### config.mk
export PLATFORM = sky130hd
export DESIGN_NAME = map_table
export DESIGN_NICKNAME = d
export VERILOG_FILES = /design/src/rename_pkg.sv /design/src/map_table.sv
export VERILOG_INCLUDE_DIRS = /design/src
export SDC_FILE = /design/constraint.sdc
export NUM_CORES = 1
export LEC_CHECK = 0
export BUFFER_PORTS_ARGS = -buffer_cell sky130_fd_sc_hd__clkbuf_2
export CORE_MARGIN = 3
export CORE_UTILIZATION = 30
export DETAILED_ROUTE_END_ITERATION = 8
export SLEW_MARGIN = 5
export SYNTH_ARGS = -nofsm -noshare
export SYNTH_HDL_FRONTEND = slang
export SYNTH_SLANG_ARGS = --single-unit
### constraint.sdc
create_clock -name clock -period 6.5 [get_ports clock]
set_input_delay 0.65 -clock clock [delete_from_list [all_inputs] [get_ports clock]]
set_output_delay 0.65 -clock clock [all_outputs]
set_load 0.01 [all_outputs]
### src/rename_settings.svh
// sizes shared by every block of the rename core
// ROB_DEPTH must be a power of two because the buffer pointers wrap on overflow
// PHYS_REGS must exceed ARCH_REGS
// tags 0 to ARCH_REGS-1 hold the reset mapping
// ZERO_REG is never renamed and reads as zero at commit
`ifndef RENAME_SETTINGS_SVH
`define RENAME_SETTINGS_SVH

////////////////////
// register files
////////////////////
`define ARCH_REGS 32    // architectural registers
`define PHYS_REGS 64    // physical registers, one value each

////////////////////
// buffers and data
////////////////////
`define ROB_DEPTH 16    // in-flight instructions
`define DATA_W    64    // result width

// architectural register that is never renamed
`define ZERO_REG  31

`endif
### src/rename_pkg.sv
// shared index types and bus structs of the rename core
// all widths derive from the settings macros
`include "rename_settings.svh"
`default_nettype none

package rename_pkg;

	////////////////////
	// index types
	////////////////////
	typedef logic [$clog2(`ARCH_REGS)-1:0] arch_idx_t;   // 5 bits
	typedef logic [$clog2(`PHYS_REGS)-1:0] phys_idx_t;   // 6 bits
	typedef logic [$clog2(`ROB_DEPTH)-1:0] rob_idx_t;    // 4 bits
	typedef logic [`DATA_W-1:0]            data_t;

	////////////////////
	// port structs
	////////////////////
	typedef struct packed {
		arch_idx_t   dest;        // ZERO_REG when nothing is written
		arch_idx_t   src;
		logic [63:0] pc;          // carried for tracing
	} dispatch_t;

	typedef struct packed {
		rob_idx_t  rob_idx;       // slot given to the instruction
		phys_idx_t dest_tag;      // new tag of dest, meaningless for ZERO_REG
		phys_idx_t src_tag;       // current tag of src
	} rename_t;

	typedef struct packed {
		rob_idx_t rob_idx;
		data_t    value;
		logic     mispredict;     // flush younger entries once this one retires
	} complete_t;

	typedef struct packed {
		arch_idx_t dest;
		logic      wr_en;         // low for ZERO_REG
		data_t     value;
		logic      mispredict;
	} commit_t;

	// one reorder buffer slot
	typedef struct packed {
		arch_idx_t dest;
		phys_idx_t tag;
		logic      done;
		logic      mispredict;
	} rob_entry_t;

endpackage

`default_nettype wire

### src/map_table.sv
// speculative and retirement register maps
// both maps come out of reset as the identity mapping
// a flush loads the retirement map, with this cycle's commit applied, into the speculative map
// the caller keeps ZERO_REG away from both write ports
`include "rename_settings.svh"
`default_nettype none

module map_table (
	input  logic                                   clock,
	input  logic                                   rst_n,
	input  rename_pkg::arch_idx_t                  lookup_src,
	output rename_pkg::phys_idx_t                  src_tag,
	input  logic                                   alloc_en,
	input  rename_pkg::arch_idx_t                  alloc_dest,
	input  rename_pkg::phys_idx_t                  alloc_tag,
	input  logic                                   retire_en,
	input  rename_pkg::arch_idx_t                  retire_dest,
	input  rename_pkg::phys_idx_t                  retire_tag,
	input  logic                                   flush,
	output rename_pkg::phys_idx_t                  replaced_tag,
	output rename_pkg::phys_idx_t [`ARCH_REGS-1:0] arch_map_next
);
	import rename_pkg::*;

	phys_idx_t [`ARCH_REGS-1:0] spec_map;   // view seen at dispatch
	phys_idx_t [`ARCH_REGS-1:0] arch_map;   // view of committed state

	////////////////////
	// lookups
	////////////////////
	assign src_tag      = spec_map[lookup_src];   // old mapping even when src equals dest
	assign replaced_tag = arch_map[retire_dest];  // the commit hands this one back

	// retirement map as it will be after this edge
	always_comb begin
		arch_map_next = arch_map;
		if (retire_en)
			arch_map_next[retire_dest] = retire_tag;
	end

	////////////////////
	// map state
	////////////////////
	always_ff @(posedge clock) begin
		if (!rst_n) begin
			for (int i = 0; i < `ARCH_REGS; i++) begin
				spec_map[i] <= phys_idx_t'(i);   // arch i lives in phys i
				arch_map[i] <= phys_idx_t'(i);
			end
		end else begin
			arch_map <= arch_map_next;
			if (flush)
				spec_map <= arch_map_next;  // drop every younger rename
			else if (alloc_en)
				spec_map[alloc_dest] <= alloc_tag;
		end
	end

	// zero register keeps its reset mapping in both tables
	a_zero_reg_fixed: assert property (@(posedge clock) disable iff (!rst_n)
		!(alloc_en && alloc_dest == arch_idx_t'(`ZERO_REG)) &&
		!(retire_en && retire_dest == arch_idx_t'(`ZERO_REG)));

endmodule

`default_nettype wire

==> impl_metrics.yaml <==
drt:
  route.vias.total: 16200
  wl_per_cell_um: 25.0
  antenna_left: 0
  wirelength_um: 76500
  drtIter0Drc: 1480
  vias_per_cell: 5.29
  drc: 0
  dr.pass1.iters: 5
finish:
  layout_commonest_cell: "dfxtp_1"
  stdcell_count: 3062
  layout.nets: 2198
  mostFrequentLayoutCells: "384 x dfxtp_1, 368 x mux2i_1, 301 x nand2_1"
  stdcell_area_um2: 23500
  drive_above_1_share: 0.268
  syn_to_final_growth_pct: 15.5
  fill_cells: 6723
floorplanning:
  die_area_um2: 70800
  num_rows: 94
  core_um2: 66500
  die_y_um: 266
  initial_core_util: 0.306
  ioPinCount: 236
  die_w_um: 266
clocking:
  clock_path_buffers: 3
  htreeDepth: 2
  clkLatencyLatePin_ns: 0.56
  clock_sinks: 384
  cts_tree: "yes"
  cts_buffers: 43
  post_cts_buffers: 0
  holdBufCountCts: 0
  clkTransAtPathRegs_ns: 0.06
  cts_resized: 0
  cts-root-buf: "clkbuf_16"
placed_design:
  io_buffers: 235
  gp_congestion: 0.936
  place.detailed.hpwl_um: 55000
  postPlaceCellArea_um2: 22000
  pre_cts_ws_ns: 2.40
  dp_cells: 2985
worst_setup_path:
  reg2reg_depth: 3
  crit_path_start: "retire_dest[1]"
  r2r-end: "spec_map[40]"
  setup.worst_path.class: "primary input to output pin"
  worstPathArrival_ns: 3.59
  worst_setup_path_start_kind: "primary input"
  cp.required_ns: 5.85
  reg2reg_slack_ns: 5.21
  setup.worst_path.end_class: "output pin"
  cp_max_fo: 79
  r2r-start: "arch_map[40]"
sta:
  rsz0062_at_grt: "no"
  hold_ws_ns: 0.539
  max_freq_ghz: 0.236
  final_max_slew_viol_count: 0
  final.setup.tns_ns: 0
  clock_skew_ns: 0.0164
  fin_crit_ns: 4.24
  timing.final.crit_share: 0.652
  slew_headroom: 0.250
  hold_viol: 0
  tightest_slew_ns: 1.12
  finalWorstSetupSlack_ns: 2.26
  finalSetupViolCount: 0
worst_hold_path:
  hold_end: "arch_map[166]"
  hold_depth: 2
  hold_path_startpoint: "arch_map[166]"
  hold_class: "flop to flop"
synth:
  synth-compound-area-share: 0.0748
  syn_nets: 2078
  ys_warn_count: 0
  postSynthAreaPerCell_um2: 9.92
  synth_xor_area_frac: 0
  ys_seq_area_frac: 0.379
  synth_flop_cell: "dfxtp_1"
  synthArstFlopShare: 0
  ys_types: 33
  synth_adder_area_share: 0
  synth_edf_count: 0
  synth_mux_area_frac: 0.358
  synthesis.area_um2: 20300
  synth-simple-area-share: 0.120
  synth_top_family_by_area: "multiplexers"
  ys_ff_latch: 384
  synth_cells: 2046
power:
  power_density_nw_per_um2: 237
  p_leak_nw: 12.0
  ir_worst_vdd_mv: 0.150
grt:
  antenna_found_initial: 2
  grt_pass1_wl_um: 111000
  grt_max_degree: 208
  gr-usage-all-layers: 0.210
  grt-ovfl-total: 0
  first_global_vias: 16500
job:
  cap_viol_max_count: 0
status:
  outcome: "complete, no violations"
-- how the worst max path moves through the flow --
| stage | to | depth (start not counted) |
|---|---|---|
| floorplan | src_tag[1] | 5 |
| global placement | src_tag[1] | 6 |
| detailed placement | arch_map_next[117] | 6 |
| CTS | arch_map_next[117] | 6 |
| global route | arch_map_next[117] | 6 |
| finish | replaced_tag[5] | 7 |
-- cells by family (layout without fill, tap and decap cells) --
logic type,after synthesis,in the layout
other cells,0,1
compound gates,166,166
mux,626,626
flops,384,384
simple gates,509,509
buf+inv,361,512
-- power by group --
part	switching, mW	total [mW]	internal, mW
combinational	0.367	0.585	0.219
clock	1.01	2.53	1.52
sequential	0.0276	2.43	2.40
total	1.40	5.55	4.14
-- flip-flops by register name, indices dropped and copies added (netlist names) --
register	count
arch_map	192
spec_map	192
-- cell usage after synthesis (all sizes together), types with 3 or more instances --
| master | instances | share of area |
|---|---|---|
| nand3 | 18 | 0.0044 |
| a31oi | 6 | 0.0018 |
| inv | 192 | 0.035 |
| nand2b | 3 | 0.00092 |
| a22oi | 48 | 0.018 |
| clkbuf | 130 | 0.024 |
| nand4 | 7 | 0.0025 |
| mux4 | 60 | 0.067 |
| o211a | 112 | 0.055 |
| nand4b | 3 | 0.0013 |
| and3 | 7 | 0.0022 |
| nand2 | 301 | 0.056 |
| dfxtp | 384 | 0.38 |
| nor2 | 31 | 0.0075 |
| nor2b | 118 | 0.036 |
| mux2i | 368 | 0.18 |
| mux2 | 198 | 0.11 |
| nor3b | 4 | 0.0015 |
| nor4bb | 3 | 0.0015 |
| nand3b | 5 | 0.0018 |
| buf | 39 | 0.0096 |
-- critical path, cell delays in order --
cell      delay [ns]
buf_6           0.78
buf_4           0.64
mux2i_1         0.35
a22oi_1         0.13
a31oi_1         0.45
nand3_1         0.28
clkbuf_2        0.20
-- cell type report --
type | count | area, µm² | share of cell area
diodes | 1 | 2.50 | 0.000107
clock buffers | 63 | 1280 | 0.0547
clock inverters | 13 | 169 | 0.00720
inverters | 192 | 721 | 0.0307
multi-input cells | 1301 | 11200 | 0.478
flip-flops and latches | 384 | 7690 | 0.328
well taps | 864 | 1080 | 0.0461
repair buffers | 244 | 1290 | 0.0552
-- metal layers --
metal  vias to the layer above  track usage  part of all wire
met4                         2       0.0951             0.047
met3                       140       0.0399             0.068
met1                      8119        0.276              0.43
met2                       680        0.333              0.45
met5                         -            0          0.000092
li1                       7269            -                 -
-- stage by stage --
| step | util | total power, mW |
|---|---|---|
| after floorplan | - | 2.85 |
| after global routing | 0.353 | 5.70 |
| after global placement | 0.331 | 3.05 |
| final | 0.353 | 5.55 |
| after CTS | 0.353 | 5.56 |
| after detailed placement | 0.331 | 3.06 |
(Power assumes the default switching activity.)
