<file path="src/rename_settings.svh">
// sizes shared by every block of the rename core
// ROB_DEPTH must be a power of two because the buffer pointers wrap on overflow
// PHYS_REGS must exceed ARCH_REGS
// tags 0 to ARCH_REGS-1 hold the reset mapping
// ZERO_REG is never renamed and reads as zero at commit
`ifndef RENAME_SETTINGS_SVH
`define RENAME_SETTINGS_SVH

////////////////////
// register files
////////////////////
`define ARCH_REGS 32    // architectural registers
`define PHYS_REGS 64    // physical registers, one value each

////////////////////
// buffers and data
////////////////////
`define ROB_DEPTH 16    // in-flight instructions
`define DATA_W    64    // result width

// architectural register that is never renamed
`define ZERO_REG  31

`endif
</file>
<file path="src/rename_pkg.sv">
// shared index types and bus structs of the rename core
// all widths derive from the settings macros
`include "rename_settings.svh"
`default_nettype none

package rename_pkg;

	////////////////////
	// index types
	////////////////////
	typedef logic [$clog2(`ARCH_REGS)-1:0] arch_idx_t;   // 5 bits
	typedef logic [$clog2(`PHYS_REGS)-1:0] phys_idx_t;   // 6 bits
	typedef logic [$clog2(`ROB_DEPTH)-1:0] rob_idx_t;    // 4 bits
	typedef logic [`DATA_W-1:0]            data_t;

	////////////////////
	// port structs
	////////////////////
	typedef struct packed {
		arch_idx_t   dest;        // ZERO_REG when nothing is written
		arch_idx_t   src;
		logic [63:0] pc;          // carried for tracing
	} dispatch_t;

	typedef struct packed {
		rob_idx_t  rob_idx;       // slot given to the instruction
		phys_idx_t dest_tag;      // new tag of dest, meaningless for ZERO_REG
		phys_idx_t src_tag;       // current tag of src
	} rename_t;

	typedef struct packed {
		rob_idx_t rob_idx;
		data_t    value;
		logic     mispredict;     // flush younger entries once this one retires
	} complete_t;

	typedef struct packed {
		arch_idx_t dest;
		logic      wr_en;         // low for ZERO_REG
		data_t     value;
		logic      mispredict;
	} commit_t;

	// one reorder buffer slot
	typedef struct packed {
		arch_idx_t dest;
		phys_idx_t tag;
		logic      done;
		logic      mispredict;
	} rob_entry_t;

endpackage

`default_nettype wire

</file>
<file path="src/reorder_buffer.sv">
// circular buffer of in-flight instructions, one push and one pop per cycle
// the head pops once it is marked done
// a done head with a mispredict flushes the buffer at the commit edge
// completions must target outstanding slots, each at most once
`include "rename_settings.svh"
`default_nettype none

module reorder_buffer (
	input  logic                   clock,
	input  logic                   rst_n,
	input  logic                   disp_en,
	input  rename_pkg::arch_idx_t  disp_dest,
	input  rename_pkg::phys_idx_t  disp_tag_in,
	output rename_pkg::rob_idx_t   rob_idx,
	output logic                   not_full,
	input  logic                   cmpl_valid,
	input  rename_pkg::complete_t  cmpl,
	output rename_pkg::phys_idx_t  wr_tag,
	output logic                   head_valid,
	output rename_pkg::rob_entry_t head_entry,
	output logic                   flush
);
	import rename_pkg::*;

	typedef logic [$clog2(`ROB_DEPTH):0] count_t;   // one bit wider to hold a full buffer

	rob_entry_t entries [`ROB_DEPTH];   // slot payload
	rob_idx_t   head;                   // oldest instruction
	rob_idx_t   tail;                   // next slot to fill
	count_t     count;                  // occupied slots
	rob_idx_t   cmpl_ofs;               // completion slot counted from the head

	////////////////////
	// status
	////////////////////
	assign rob_idx    = tail;
	assign not_full   = count != count_t'(`ROB_DEPTH);
	assign head_entry = entries[head];
	assign head_valid = (count != '0) && entries[head].done;
	assign flush      = head_valid && entries[head].mispredict;
	assign wr_tag     = entries[cmpl.rob_idx].tag;   // register file target of a completion
	assign cmpl_ofs   = cmpl.rob_idx - head;         // wraps with the pointers

	////////////////////
	// pointers
	////////////////////
	always_ff @(posedge clock) begin
		if (!rst_n) begin
			head  <= '0;
			tail  <= '0;
			count <= '0;
		end else if (flush) begin
			// mispredicted head retires, everything younger is dropped
			head  <= '0;
			tail  <= '0;
			count <= '0;
		end else begin
			if (disp_en)
				tail <= tail + rob_idx_t'(1);
			if (head_valid)
				head <= head + rob_idx_t'(1);   // commit
			count <= count + count_t'(disp_en) - count_t'(head_valid);
		end
	end

	////////////////////
	// slot contents
	////////////////////
	// flags are cleared on allocation, slots past count are never read
	always_ff @(posedge clock) begin
		if (disp_en)
			entries[tail] <= '{dest: disp_dest, tag: disp_tag_in, done: 1'b0, mispredict: 1'b0};
		if (cmpl_valid) begin
			entries[cmpl.rob_idx].done       <= 1'b1;
			entries[cmpl.rob_idx].mispredict <= cmpl.mispredict;
		end
	end

	// a completion lands between head and tail
	a_cmpl_outstanding: assert property (@(posedge clock) disable iff (!rst_n)
		cmpl_valid |-> count_t'(cmpl_ofs) < count);

endmodule

`default_nettype wire

</file>
<file path="config.mk">
export PLATFORM = sky130hd
export DESIGN_NAME = reorder_buffer
export DESIGN_NICKNAME = d
export VERILOG_FILES = /design/src/rename_pkg.sv /design/src/reorder_buffer.sv
export VERILOG_INCLUDE_DIRS = /design/src
export SDC_FILE = /design/constraint.sdc
export NUM_CORES = 1
export LEC_CHECK = 0
export BUFFER_PORTS_ARGS = -buffer_cell sky130_fd_sc_hd__buf_2
export CORE_MARGIN = 2
export CORE_UTILIZATION = 48
export CTS_CLUSTER_SIZE = 40
export DETAILED_ROUTE_END_ITERATION = 12
export GPL_TIMING_DRIVEN = 0
export PLACE_DENSITY = 0.65
export SYNTH_ARGS = -nofsm -noshare
export SYNTH_HDL_FRONTEND = slang
export SYNTH_SLANG_ARGS = --single-unit
</file>
<file path="constraint.sdc">
create_clock -name clock -period 7.9 [get_ports clock]
set_clock_uncertainty 0.1 [all_clocks]
set_input_delay 1.185 -clock clock [delete_from_list [all_inputs] [get_ports clock]]
set_output_delay 1.185 -clock clock [all_outputs]
set_load 0.03 [all_outputs]
</file>
==> impl_metrics.yaml <==
status:
  status: "completed"
logic_synthesis:
  yosys_warnings: 0
  synth_flop_cell: "edfxtp_1"
  synth.distinct_cells: 41
  syn_nets: 652
  ys_async_sr_fraction_pct: 0
  ys_ff_latch: 225
  synth-edff-count: 192
  yosysSeqAreaShare_pct: 65.2
  syn-cell-area_um2: 9850
  avgSynthCellArea_um2: 17.7
  syn_inst: 556
die:
  dieHeight_um: 147
  rows: 52
  die_x_um: 147
  pin_count: 110
  dieArea_um2: 21700
  start_util_pct: 48.9
  core_area_um2: 20200
route:
  drt_iter0_drc: 512
  drc: 0
  firstDrtPassIters: 5
  wl_per_cell_um: 26.1
  wl_um: 23800
  ant_nets: 0
  via_per_inst: 5.98
  dr_total_vias: 5458
global_route:
  grt_antenna_before_repair: 0
  grt_pass1_vias: 5782
  overflow: 0
  grt_max_degree: 17
  grt_usage_pct: 22.7
  grt_first_pass_wirelength_um: 35800
clock_network:
  postCtsHoldBufs: 0
  cts_root_buffer: "clkbuf_16"
  cts_tree: "done"
  cts.htree.levels: 1
  clk_latency_ns: 0.52
  clk_pin_slew_ns: 0.06
  clockBufferDepth: 3
  cts_made_buffers: 24
  clock-sinks: 225
  cts_resized: 0
  post_cts_buffers: 0
worst_setup_path:
  path_depth: 5
  crit_path_max_incr_delay_ns: 0.80
  crit_chain: "buf_1 -> buf_1 -> mux4_2 -> mux4_2 -> buf_2"
  cpLargestDelayFamily: "buffers and inverters"
  worstPathMaxFanout: 10
  crit_buf_inv: 3
  regToRegSetupSlack_ns: 4.38
  worst_path_max_delay_cell: "buf_1"
  crit_type: "reg -> out"
  crit_arrival_ns: 3.44
  cp-end-kind: "output port"
  start_kind: "flip-flop"
  r2r_cells: 14
  crit_required_ns: 6.61
min_path:
  hp-class: "reg -> reg"
  min_path_cells: 2
sta:
  holdWs_ns: 0.349
  finalCriticalPeriod_ns: 4.73
  worst_pin_slew_ns: 1.27
  slew_headroom_pct: 15.3
  clock.fmax_mhz: 212
  hold_violations: 0
  slew_violations: 0
  setup_viol: 0
  finalSetupTns_ns: 0
  period_share_pct: 59.8
  rsz0062_at_grt: "no"
final_layout:
  final_cell_mix: "edfxtp_1 (192), mux4_2 (90), nand2_1 (54)"
  layout_commonest_cell: "edfxtp_1"
  areaGrowthSynthToFinish_pct: 13.1
  fin_nets: 720
  multi_input_area_um2: 3180
  num-fill-cells: 1609
  diodes: 0
  regArea_um2: 6430
  drive_gt1_share_pct: 29.1
power:
  p_int_mw: 2.27
  ir_worst_vdd_mv: 0.169
  sw_frac_of_total_pct: 27.8
  leakagePower_nw: 3.80
  seq_power_share_pct: 44.0
  power.density_nw_per_um2: 282
  clkPwrFrac_pct: 33.8
  comb_power_share_pct: 22.3
  switchingPower_mw: 0.874
placement:
  globalplace.congestion: 0.847
  portBuffers: 42
  dp_hpwl_um: 14700
job:
  drv_cap: 0
-- synthesized netlist by cell type (all sizes together) (2+ instances only) --
library cell,number,area [µm²]
a21oi,2,10.0
nand3,9,45.0
mux4,90,2030
a22oi,2,15.0
a31oi,2,12.5
nand2b,4,25.0
nor3,17,125
xor2,3,26.3
edfxtp,192,5770
dfxtp,33,661
nand3b,3,22.5
nand4,8,56.3
nor3b,3,22.5
a211oi,5,42.5
inv,30,113
nor2,12,45.0
nand2,54,203
clkbuf,10,37.5
ha,11,138
buf,19,101
nor2b,2,12.5
mux2i,9,90.1
or3,2,12.5
o21ai,18,90.1
xnor2,4,35.0
a21o,3,22.5
-- metal layers --
metal / wire length, µm / vias up / GRT usage (%)
met1: 9310 / 2817 / 29.6
met2: 12300 / 232 / 39.0
met5: 0 / - / 0
li1: - / 2361 / -
met3: 1650 / 48 / 4.66
met4: 594 / 0 / 6.88
-- power by group through the flow --
stage | registers, mW | logic, mW | clock network (mW)
finish | 1.38 | 0.699 | 1.06
global route | 1.39 | 0.754 | 1.11
CTS | 1.38 | 0.708 | 1.07
detailed placement | 1.40 | 0.705 | 0
global placement | 1.40 | 0.687 | 0
floorplan | 1.40 | 0.521 | 0
-- cells by family (layout without fill, tap and decap cells) --
logic type                 Yosys count  count (layout)  share of synthesized area [%]
DFF                                225             225                           65.2
adders and majority gates           12              12                           1.60
muxes                               99              99                           21.5
AOI/OAI and AO/OA                   36              36                           2.41
buffers and inverters               59             145                           2.55
xor gates and xnor gates             7               7                          0.622
and+or+nand+nor                    118             118                           6.12
-- registers in the layout, indices dropped and copies added (netlist names), named ones only --
name	count
entries	208
count	5
head	4
rob_idx	4
-- cell type report --
cell class / instances / area share, %
buffer: 29 / 1.25
sequential: 225 / 57.7
tap: 270 / 3.03
multi-input combinational: 272 / 28.5
inverter: 30 / 1.01
clock inverter: 12 / 0.808
clock buffer: 32 / 5.84
timing repair buffer: 42 / 1.89
-- path summary, 6_finish.rpt --
kind / from / to
min reg2reg: entries[1][1]$_SDFFE_PP1P_ / entries[1][1]$_SDFFE_PP1P_
min: entries[1][1]$_SDFFE_PP1P_ / entries[1][1]$_SDFFE_PP1P_
max reg2reg: flip-flop / count[4]$_SDFF_PP0_
max: flip-flop / head_entry[7]
-- stage by stage --
stage / setup WS, ns / cell area, µm² / utilization (%) / total power [mW] / std cells
after floorplan: 3.82 / 9850 / - / 1.92 / 556
after global placement: 3.32 / 10400 / 51.6 / 2.09 / 868
after detailed placement: 3.32 / 10400 / 51.6 / 2.11 / 868
after CTS: 3.18 / 11100 / 55.2 / 3.16 / 912
after global routing: 3.13 / 11100 / 55.2 / 3.26 / 912
final: 3.17 / 11100 / 55.2 / 3.14 / 912
-- tightest hold or removal path, delay by kind of cell (launching register included) --
| kind | cells | cell delay (ns) |
|---|---|---|
| and+or+nand+nor | 2 | 0.10 |
| DFF | 1 | 0.31 |
(Power assumes the default switching activity.)
